## src/cpu_settings.svh

```systemverilog
// CPU sizing macros
// Word width and register file geometry, fixed by the 16-bit instruction format
`ifndef CPU_SETTINGS_SVH
`define CPU_SETTINGS_SVH

// Data, address and instruction words all share one width
`define DATA_W 16

// General register count
`define REG_COUNT 16

// Register address width, matching the 4-bit register fields of both formats
`define REG_AW 4

`endif

```

## src/cpuPkg.sv

```systemverilog
// CPU shared types
// Opcode encodings, the two instruction formats and the state encoding of the control FSM
package cpuPkg;

	// ALU operation code, used as the I-format opcode and as the R-format extension
	typedef enum logic [3:0] {
		ALU_AND = 4'b0001,
		ALU_OR  = 4'b0010,
		ALU_XOR = 4'b0011,
		ALU_ADD = 4'b0101,
		ALU_SUB = 4'b1001,
		ALU_MOV = 4'b1101
	} aluOp_e;

	// Top field of the instruction word
	// Values that match an ALU code select the immediate form of that operation
	typedef enum logic [3:0] {
		MAJ_RTYPE = 4'b0000,
		MAJ_ANDI  = 4'b0001,
		MAJ_ORI   = 4'b0010,
		MAJ_XORI  = 4'b0011,
		MAJ_LDST  = 4'b0100,
		MAJ_ADDI  = 4'b0101,
		MAJ_SUBI  = 4'b1001,
		MAJ_MOVI  = 4'b1101
	} majorOp_e;

	// Extension codes that split the load/store major opcode
	localparam logic [3:0] EXT_LOAD  = 4'b0000;
	localparam logic [3:0] EXT_STORE = 4'b0100;

	// Register format: op, rDest, opExt, rSrc
	typedef struct packed {
		majorOp_e   op;
		logic [3:0] rDest;
		logic [3:0] opExt;
		logic [3:0] rSrc;
	} rInstr_t;

	// Immediate format, the 8-bit immediate is zero-extended on use
	typedef struct packed {
		aluOp_e     op;
		logic [3:0] rDest;
		logic [7:0] imm;
	} iInstr_t;

	// One fetched word, read through whichever view the major opcode calls for
	typedef union packed {
		rInstr_t r;
		iInstr_t i;
	} instr_u;

	// Control FSM states
	typedef enum logic [2:0] {
		FETCH,
		DECODE,
		EXEC,
		STORE,
		LOAD1,
		LOAD2
	} fsmState_e;

endpackage

```

## src/ctrlIf.sv

```systemverilog
// Control bus between the FSM and the datapath
// Strobes flow toward the datapath and the latched instruction comes back
`timescale 1ns/10ps

interface ctrlIf import cpuPkg::*; ();

	// All strobes are single-cycle levels decoded from the FSM state
	logic irLoad;
	logic pcEnable;
	logic regWrite;
	logic immSel;
	logic addrSel;
	logic wbSel;
	logic memWe;

	// Instruction register contents, decoded by the FSM
	instr_u instr;

	modport fsm (
		output irLoad, pcEnable, regWrite, immSel, addrSel, wbSel, memWe,
		input  instr
	);

	modport datapath (
		input  irLoad, pcEnable, regWrite, immSel, addrSel, wbSel, memWe,
		output instr
	);

endinterface

```

## src/alu.sv

```systemverilog
// Combinational ALU
// Six logic and arithmetic operations, with a flag for codes it does not recognise
`timescale 1ns/10ps
`include "cpu_settings.svh"

module alu import cpuPkg::*; (
	input  aluOp_e              op,
	input  logic [`DATA_W-1:0]  a,
	input  logic [`DATA_W-1:0]  b,
	output logic [`DATA_W-1:0]  result,
	output logic                known
);

	always_comb begin
		known  = 1'b1;
		result = '0;
		case (op)
			ALU_AND: result = a & b;
			ALU_OR:  result = a | b;
			ALU_XOR: result = a ^ b;
			ALU_ADD: result = a + b;
			// Wraps modulo 2^DATA_W like ADD
			ALU_SUB: result = a - b;
			// MOV ignores a and copies the second operand
			ALU_MOV: result = b;
			default: begin
				// Cleared so the FSM retires the instruction as a no-op
				known = 1'b0;
			end
		endcase
	end

endmodule

```

## src/controlFsm.sv

```systemverilog
// Multicycle control FSM
// Sequences fetch, decode and execute, and decodes load and store from the latched word
`timescale 1ns/10ps

module controlFsm import cpuPkg::*; (
	input logic clk,
	input logic rst,
	input logic aluKnown,
	ctrlIf.fsm  ctrl
);

	fsmState_e state;
	fsmState_e nextState;
	logic      isLoad;
	logic      isStore;
	logic      isIFormat;

	// Load and store share one major opcode and are told apart by the R-view extension
	assign isLoad    = (ctrl.instr.r.op == MAJ_LDST) && (ctrl.instr.r.opExt == EXT_LOAD);
	assign isStore   = (ctrl.instr.r.op == MAJ_LDST) && (ctrl.instr.r.opExt == EXT_STORE);
	// Every major opcode other than R selects the immediate view
	assign isIFormat = (ctrl.instr.r.op != MAJ_RTYPE);

	always_ff @(posedge clk) begin
		if (rst) begin
			state <= FETCH;
		end else begin
			state <= nextState;
		end
	end

	always_comb begin
		nextState = FETCH;
		case (state)
			FETCH:  nextState = DECODE;
			// Anything that is neither load nor store goes through EXEC
			DECODE: nextState = isLoad ? LOAD1 : (isStore ? STORE : EXEC);
			LOAD1:  nextState = LOAD2;
			default: nextState = FETCH;
		endcase
	end

	// Moore outputs, except that an unknown ALU code suppresses the EXEC write
	always_comb begin
		ctrl.irLoad   = 1'b0;
		ctrl.pcEnable = 1'b0;
		ctrl.regWrite = 1'b0;
		ctrl.immSel   = 1'b0;
		ctrl.addrSel  = 1'b0;
		ctrl.wbSel    = 1'b0;
		ctrl.memWe    = 1'b0;
		case (state)
			FETCH: ctrl.irLoad = 1'b1;
			EXEC: begin
				ctrl.immSel   = isIFormat;
				ctrl.regWrite = aluKnown;
				ctrl.pcEnable = 1'b1;
			end
			STORE: begin
				ctrl.addrSel  = 1'b1;
				ctrl.memWe    = 1'b1;
				ctrl.pcEnable = 1'b1;
			end
			// Address from rSrc is held over both load cycles
			LOAD1: ctrl.addrSel = 1'b1;
			LOAD2: begin
				ctrl.addrSel  = 1'b1;
				ctrl.wbSel    = 1'b1;
				ctrl.regWrite = 1'b1;
				ctrl.pcEnable = 1'b1;
			end
			default: ;
		endcase
	end

	stateLegal: assert property (@(posedge clk) disable iff (rst)
		state inside {FETCH, DECODE, EXEC, STORE, LOAD1, LOAD2});

	weOnlyInStore: assert property (@(posedge clk) disable iff (rst)
		ctrl.memWe |-> state == STORE);

	// A store always returns to FETCH, so the strobe can never stretch
	storeSingle: assert property (@(posedge clk) disable iff (rst)
		state == STORE |=> state != STORE);

endmodule

```

## src/cpuDatapath.sv

```systemverilog
// CPU datapath
// Program counter, instruction register and operand, address and write-back selection
// around the ALU and the register file
`timescale 1ns/10ps
`include "cpu_settings.svh"

module cpuDatapath import cpuPkg::*; (
	input  logic                clk,
	input  logic                rst,
	ctrlIf.datapath             ctrl,
	input  logic [`DATA_W-1:0]  memRData,
	output logic [`DATA_W-1:0]  memAddr,
	output logic [`DATA_W-1:0]  memWData,
	output logic                aluKnown
);

	logic [`DATA_W-1:0] pc;
	instr_u             ir;
	logic [`DATA_W-1:0] rDataA;
	logic [`DATA_W-1:0] rDataB;
	logic [`DATA_W-1:0] immExt;
	logic [`DATA_W-1:0] aluB;
	logic [`DATA_W-1:0] aluResult;
	logic [`DATA_W-1:0] wbData;
	aluOp_e             aluOp;

	always_ff @(posedge clk) begin
		if (rst) begin
			pc <= '0;
		end else if (ctrl.pcEnable) begin
			pc <= pc + 1'b1;
		end
	end

	// The instruction word is only decoded after FETCH has loaded it
	always_ff @(posedge clk) begin
		if (ctrl.irLoad) begin
			ir <= memRData;
		end
	end

	assign ctrl.instr = ir;

	// Immediate is zero-extended to the full word
	assign immExt = {{(`DATA_W - 8){1'b0}}, ir.i.imm};

	// I format takes its operation from the top field, R format from the extension
	assign aluOp = ctrl.immSel ? ir.i.op : aluOp_e'(ir.r.opExt);
	assign aluB  = ctrl.immSel ? immExt : rDataB;

	// rDest is read on port A and rSrc on port B
	regFile uRegFile (
		.clk    (clk),
		.rst    (rst),
		.we     (ctrl.regWrite),
		.wAddr  (ir.r.rDest),
		.wData  (wbData),
		.rAddrA (ir.r.rDest),
		.rAddrB (ir.r.rSrc),
		.rDataA (rDataA),
		.rDataB (rDataB)
	);

	alu uAlu (
		.op     (aluOp),
		.a      (rDataA),
		.b      (aluB),
		.result (aluResult),
		.known  (aluKnown)
	);

	// Loads and stores address memory through rSrc, fetches through the PC
	assign memAddr  = ctrl.addrSel ? rDataB : pc;
	// Store data is always rDest and only matters while memWe is high
	assign memWData = rDataA;
	assign wbData   = ctrl.wbSel ? memRData : aluResult;

endmodule

```

## src/cpuTop.sv

```systemverilog
// CPU top level
// Joins the control FSM and the datapath, with plain ports to a unified memory
`timescale 1ns/10ps
`include "cpu_settings.svh"

module cpuTop (
	input  logic                clk,
	input  logic                rst,
	input  logic [`DATA_W-1:0]  memRData,
	output logic [`DATA_W-1:0]  memAddr,
	output logic [`DATA_W-1:0]  memWData,
	output logic                memWe
);

	logic aluKnown;

	ctrlIf ctrlBus ();

	controlFsm uFsm (
		.clk      (clk),
		.rst      (rst),
		.aluKnown (aluKnown),
		.ctrl     (ctrlBus)
	);

	cpuDatapath uDatapath (
		.clk      (clk),
		.rst      (rst),
		.ctrl     (ctrlBus),
		.memRData (memRData),
		.memAddr  (memAddr),
		.memWData (memWData),
		.aluKnown (aluKnown)
	);

	// The store strobe leaves straight from the FSM
	assign memWe = ctrlBus.memWe;

endmodule

```

## src/regFile.sv

```systemverilog
// General register file
// Sixteen words, two asynchronous read ports and one synchronous write port
`timescale 1ns/10ps
`include "cpu_settings.svh"

module regFile (
	input  logic                clk,
	input  logic                rst,
	input  logic                we,
	input  logic [`REG_AW-1:0]  wAddr,
	input  logic [`DATA_W-1:0]  wData,
	input  logic [`REG_AW-1:0]  rAddrA,
	input  logic [`REG_AW-1:0]  rAddrB,
	output logic [`DATA_W-1:0]  rDataA,
	output logic [`DATA_W-1:0]  rDataB
);

	logic [`DATA_W-1:0] regs [`REG_COUNT];

	// All registers read as zero after reset
	always_ff @(posedge clk) begin
		if (rst) begin
			for (int i = 0; i < `REG_COUNT; i++) begin
				regs[i] <= '0;
			end
		end else if (we) begin
			regs[wAddr] <= wData;
		end
	end

	// Reads see the old value during a write cycle
	assign rDataA = regs[rAddrA];
	assign rDataB = regs[rAddrB];

	wAddrKnown: assert property (@(posedge clk) disable iff (rst)
		we |-> !$isunknown(wAddr));

endmodule

```

## config.mk

```make
export PLATFORM = sky130hd
export DESIGN_NAME = cpuTop
export DESIGN_NICKNAME = d
export VERILOG_FILES = /design/src/cpuPkg.sv /design/src/ctrlIf.sv /design/src/alu.sv /design/src/controlFsm.sv /design/src/cpuDatapath.sv /design/src/cpuTop.sv /design/src/regFile.sv
export VERILOG_INCLUDE_DIRS = /design/src
export SDC_FILE = /design/constraint.sdc
export NUM_CORES = 1
export LEC_CHECK = 0
export BUFFER_PORTS_ARGS = -buffer_cell sky130_fd_sc_hd__buf_4
export CELL_PAD_IN_SITES_DETAIL_PLACEMENT = 0
export CELL_PAD_IN_SITES_GLOBAL_PLACEMENT = 1
export CORE_MARGIN = 5
export CORE_UTILIZATION = 54
export CTS_CLUSTER_SIZE = 12
export DETAILED_ROUTE_END_ITERATION = 8
export GPL_TIMING_DRIVEN = 1
export PLACE_DENSITY_LB_ADDON = 0.1
export SETUP_SLACK_MARGIN = 0.3
export SLEW_MARGIN = 30
export SYNTH_ARGS = -nofsm -noshare
export SYNTH_HDL_FRONTEND = slang
export SYNTH_SLANG_ARGS = --single-unit
```

## constraint.sdc

```tcl
create_clock -name clk -period 9.6 [get_ports clk]
set_input_delay 1.92 -clock clk [delete_from_list [all_inputs] [get_ports clk]]
set_output_delay 1.92 -clock clk [all_outputs]
set_load 0.02 [all_outputs]
```

==> reports/results.ini <==
[sta]
finalMaxSlewViolations=0
skew_ns=0.02781
maxSlewHeadroom=0.3096
finalSetupViolations=0
rsz0062_at_grt=false
hold_violations=0
post-route-period-util=0.6729
fin_ws_ns=3.140
setup_tns_ns=0
fmax_ghz=0.1548
min_period_ns=6.460
tightestPinTransition_ns=1.036
hold_slack_ns=0.4861

[logic_synthesis]
synth-seq-area-share=0.5037
synth_ff_type=edfxtp_1
yosysTopAreaCellShare=0.4724
synthesis.area_mm2=0.01729
synth_edf_count=272
syn_avg_cell_area_um2=13.02
ys_ff_latch=299
async_reset_ff_frac=0
netlist_instances=1328
ys_warn_count=0
synthTopCellsByArea=edfxtp_1 47%, mux4_2 20%, nor2_1 5.9%, ha_1 3.7%, dfxtp_1 3.1%
synth.distinct_cells=72
synth_area_leader_cell=edfxtp_1
syn_nets=1398

[critical_path]
critPathSlowestCell=a211oi_4
rrSetupSlack_ns=3.14
crit_path_start_kind=register
worstPathArrival_ns=6.69
cp-end-kind=register
critPathTopFamily=compound AO/OA/AOI/OAI gates
crit_fanout=36
cpPeakStageDelay_ns=0.73
crit_required_ns=9.83
crit_buf_inv=2
critPathKind=register to register
crit_chain=buf_4, mux4_2, mux4_2, mux2i_4, ha_1, inv_1, nor2_1, a21oi_1, xnor2_1, ha_1, nand2_1, o21ai_0, a21o_1, a21o_1, a41oi_1, o2bb2ai_1, nor4_1, a211oi_4, nor2_1

[pwr]
p_sw_frac=0.3341
clockPowerShare=0.307
p_leak_nw=6.797
seqPwrFrac=0.385
switching_power_w=0.001327
power_density_mw_per_mm2=206.2
worst_ir_drop_vdd_mv=0.1174
pwr-share-comb=0.308
power.total_w=0.003972
power.internal_w=0.002645

[place]
io_buffers=50
place.gp.congestion=0.9102
hpwlAfterDp_mm=35.15
place_ws_ns=3.181

[clocking]
numCtsBuffers=35
cts.path.max_buffers=3
clk_latency_ns=0.53
root_buffer=clkbuf_16
cts_tree=done
post-cts-setup-buffer-count=0
clk_pin_slew_ns=0.06
hold_buffers=0
post_cts_resized=0
clock_sinks=299
h-tree-depth=2

[global_route]
grt_max_degree=65
grt_pass1_wl_mm=79.55
grt_pass1_vias=11870
met1_usage=0.4100
track_usage=0.3045
top_usage_layer=met2
grtUsageMet2=0.5008
use_met3=0.05697
antenna_found_initial=1
grt.overflow.total=0

[route]
drc=0
via_per_inst=6.750
dr.pass1.iters=7
vias=12160
wl_mm=54.31
ant_nets=0
wire_per_inst_um=30.15
drt_iter0_drc=1689

[cells_and_area]
nNetsFinal=1444
utilization=0.6104
final.fill_count=2485
area_growth_pct=11.41
drive_above_1_share=0.2682

[floorplan]
die_x_um=188.9
coreArea_mm2=0.03156
initial_core_util=0.5479
io_pins=51
rows=65
die_h_um=188.9
fp.dieArea_mm2=0.03569

[outcome]
run_status=completed

[hold_path]
min_path_type=register to register

[job]
max_cap_viol_count=0

==> final timing paths <==
kind | startpoint | end | cells past startpoint
setup reg to reg | register | uDatapath.uRegFile.regs[1][12] | 19
setup / recovery | register | uDatapath.uRegFile.regs[1][12] | 19
hold reg to reg | uDatapath.pc[15] | uDatapath.pc[15] | 2
hold / removal | uDatapath.pc[15] | uDatapath.pc[15] | 2
==> cells by family (layout without fill, tap and decap cells) <==
family                     after synthesis  in the layout  synth area share
buffers and inverters                  145            215           0.03532
and+or+nand+nor                        442            442            0.1154
AOI/OAI and AO/OA                      159            159           0.06043
muxes                                  198            198            0.2299
xor gates and xnor gates                33             33           0.01715
other                                    0              1                 0
adders and majority gates               52             52           0.03807
DFF                                    299            299            0.5037
==> per-stage QoR <==
stage / instance area (um2) / std cells
2_1_floorplan: 17290 / 1328
3_3_place_gp: 18210 / 1739
3_5_place_dp: 18230 / 1739
4_1_cts: 19250 / 1800
5_1_grt: 19260 / 1800
6_report: 19260 / 1801
==> power groups by stage <==
stage	registers, W	logic (W)	clock network (W)
after floorplan	0.00152	0.000878	0
after global placement	0.00155	0.00119	0
after detailed placement	0.00155	0.00120	0
after CTS	0.00153	0.00121	0.00123
after global routing	0.00154	0.00132	0.00128
final	0.00153	0.00122	0.00122
==> metal layers <==
layer / vias up / routed length (um) / share of wire
met2: 738 / 26270 / 0.48
met5: - / 0 / 0
li1: 5130 / - / -
met1: 6146 / 20370 / 0.38
met4: 0 / 2158 / 0.040
met3: 142 / 5508 / 0.10
==> area by class of cell <==
cell class	count	area (um2)	area share
Sequential cell	299	8721	0.4527
Multi-Input combinational cell	884	8016	0.4162
Clock buffer	47	920.9	0.04781
Timing Repair Buffer	111	837.1	0.04346
Tap cell	402	503.0	0.02611
Inverter	43	161.4	0.008379
Clock inverter	14	100.1	0.005196
Antenna cell	1	2.502	0.0001299
==> flip-flops by register name, indices dropped and copies added (netlist names), named ones only <==
signal and cells:
uDatapath.ctrl.instr 16, uDatapath.pc 16, uFsm.state 3, uDatapath.uRegFile.regs 256
==> cells in the mapped netlist (all sizes together), types with 2 or more instances <==
library cell	count
a211o	2
a211oi	7
a21boi	2
a21o	9
a21oi	39
a221oi	6
a222oi	7
a22o	2
a22oi	5
a31oi	4
a41oi	3
and2	6
and3	7
buf	27
clkbuf	75
dfxtp	27
edfxtp	272
ha	51
inv	43
mux2	24
mux2i	20
mux4	154
nand2	56
nand2b	18
nand3	13
nand4	5
nor2	285
nor2b	8
nor3	20
nor3b	5
nor4	2
o211ai	5
o21a	2
o21ai	47
o22ai	3
o31ai	4
o32ai	3
or3	9
xnor2	23
xor2	10
==> layout by cell type, fill, tap and decap left out, drive strengths merged, types with 39 or more instances in the layout <==
| cell | n |
|---|---|
| nand2 | 56 |
| a21oi | 39 |
| o21ai | 47 |
| mux4 | 154 |
| ha | 51 |
| clkbuf | 47 |
| inv | 44 |
| edfxtp | 272 |
| nor2 | 285 |
| buf | 111 |
==> worst register-to-register path: cells and delay by family (launching register included) <==
kind | cells | cell delay, ns
flip-flops | 1 | 0.65
XOR/XNOR | 1 | 0.16
multiplexers | 3 | 1.41
AO/OA/AOI/OAI | 7 | 2.13
adder cells (fa/ha/maj) | 2 | 0.54
buffers and inverters | 2 | 0.73
AND/OR/NAND/NOR | 4 | 0.57
Note: power is estimated with default switching activity, not from simulation.
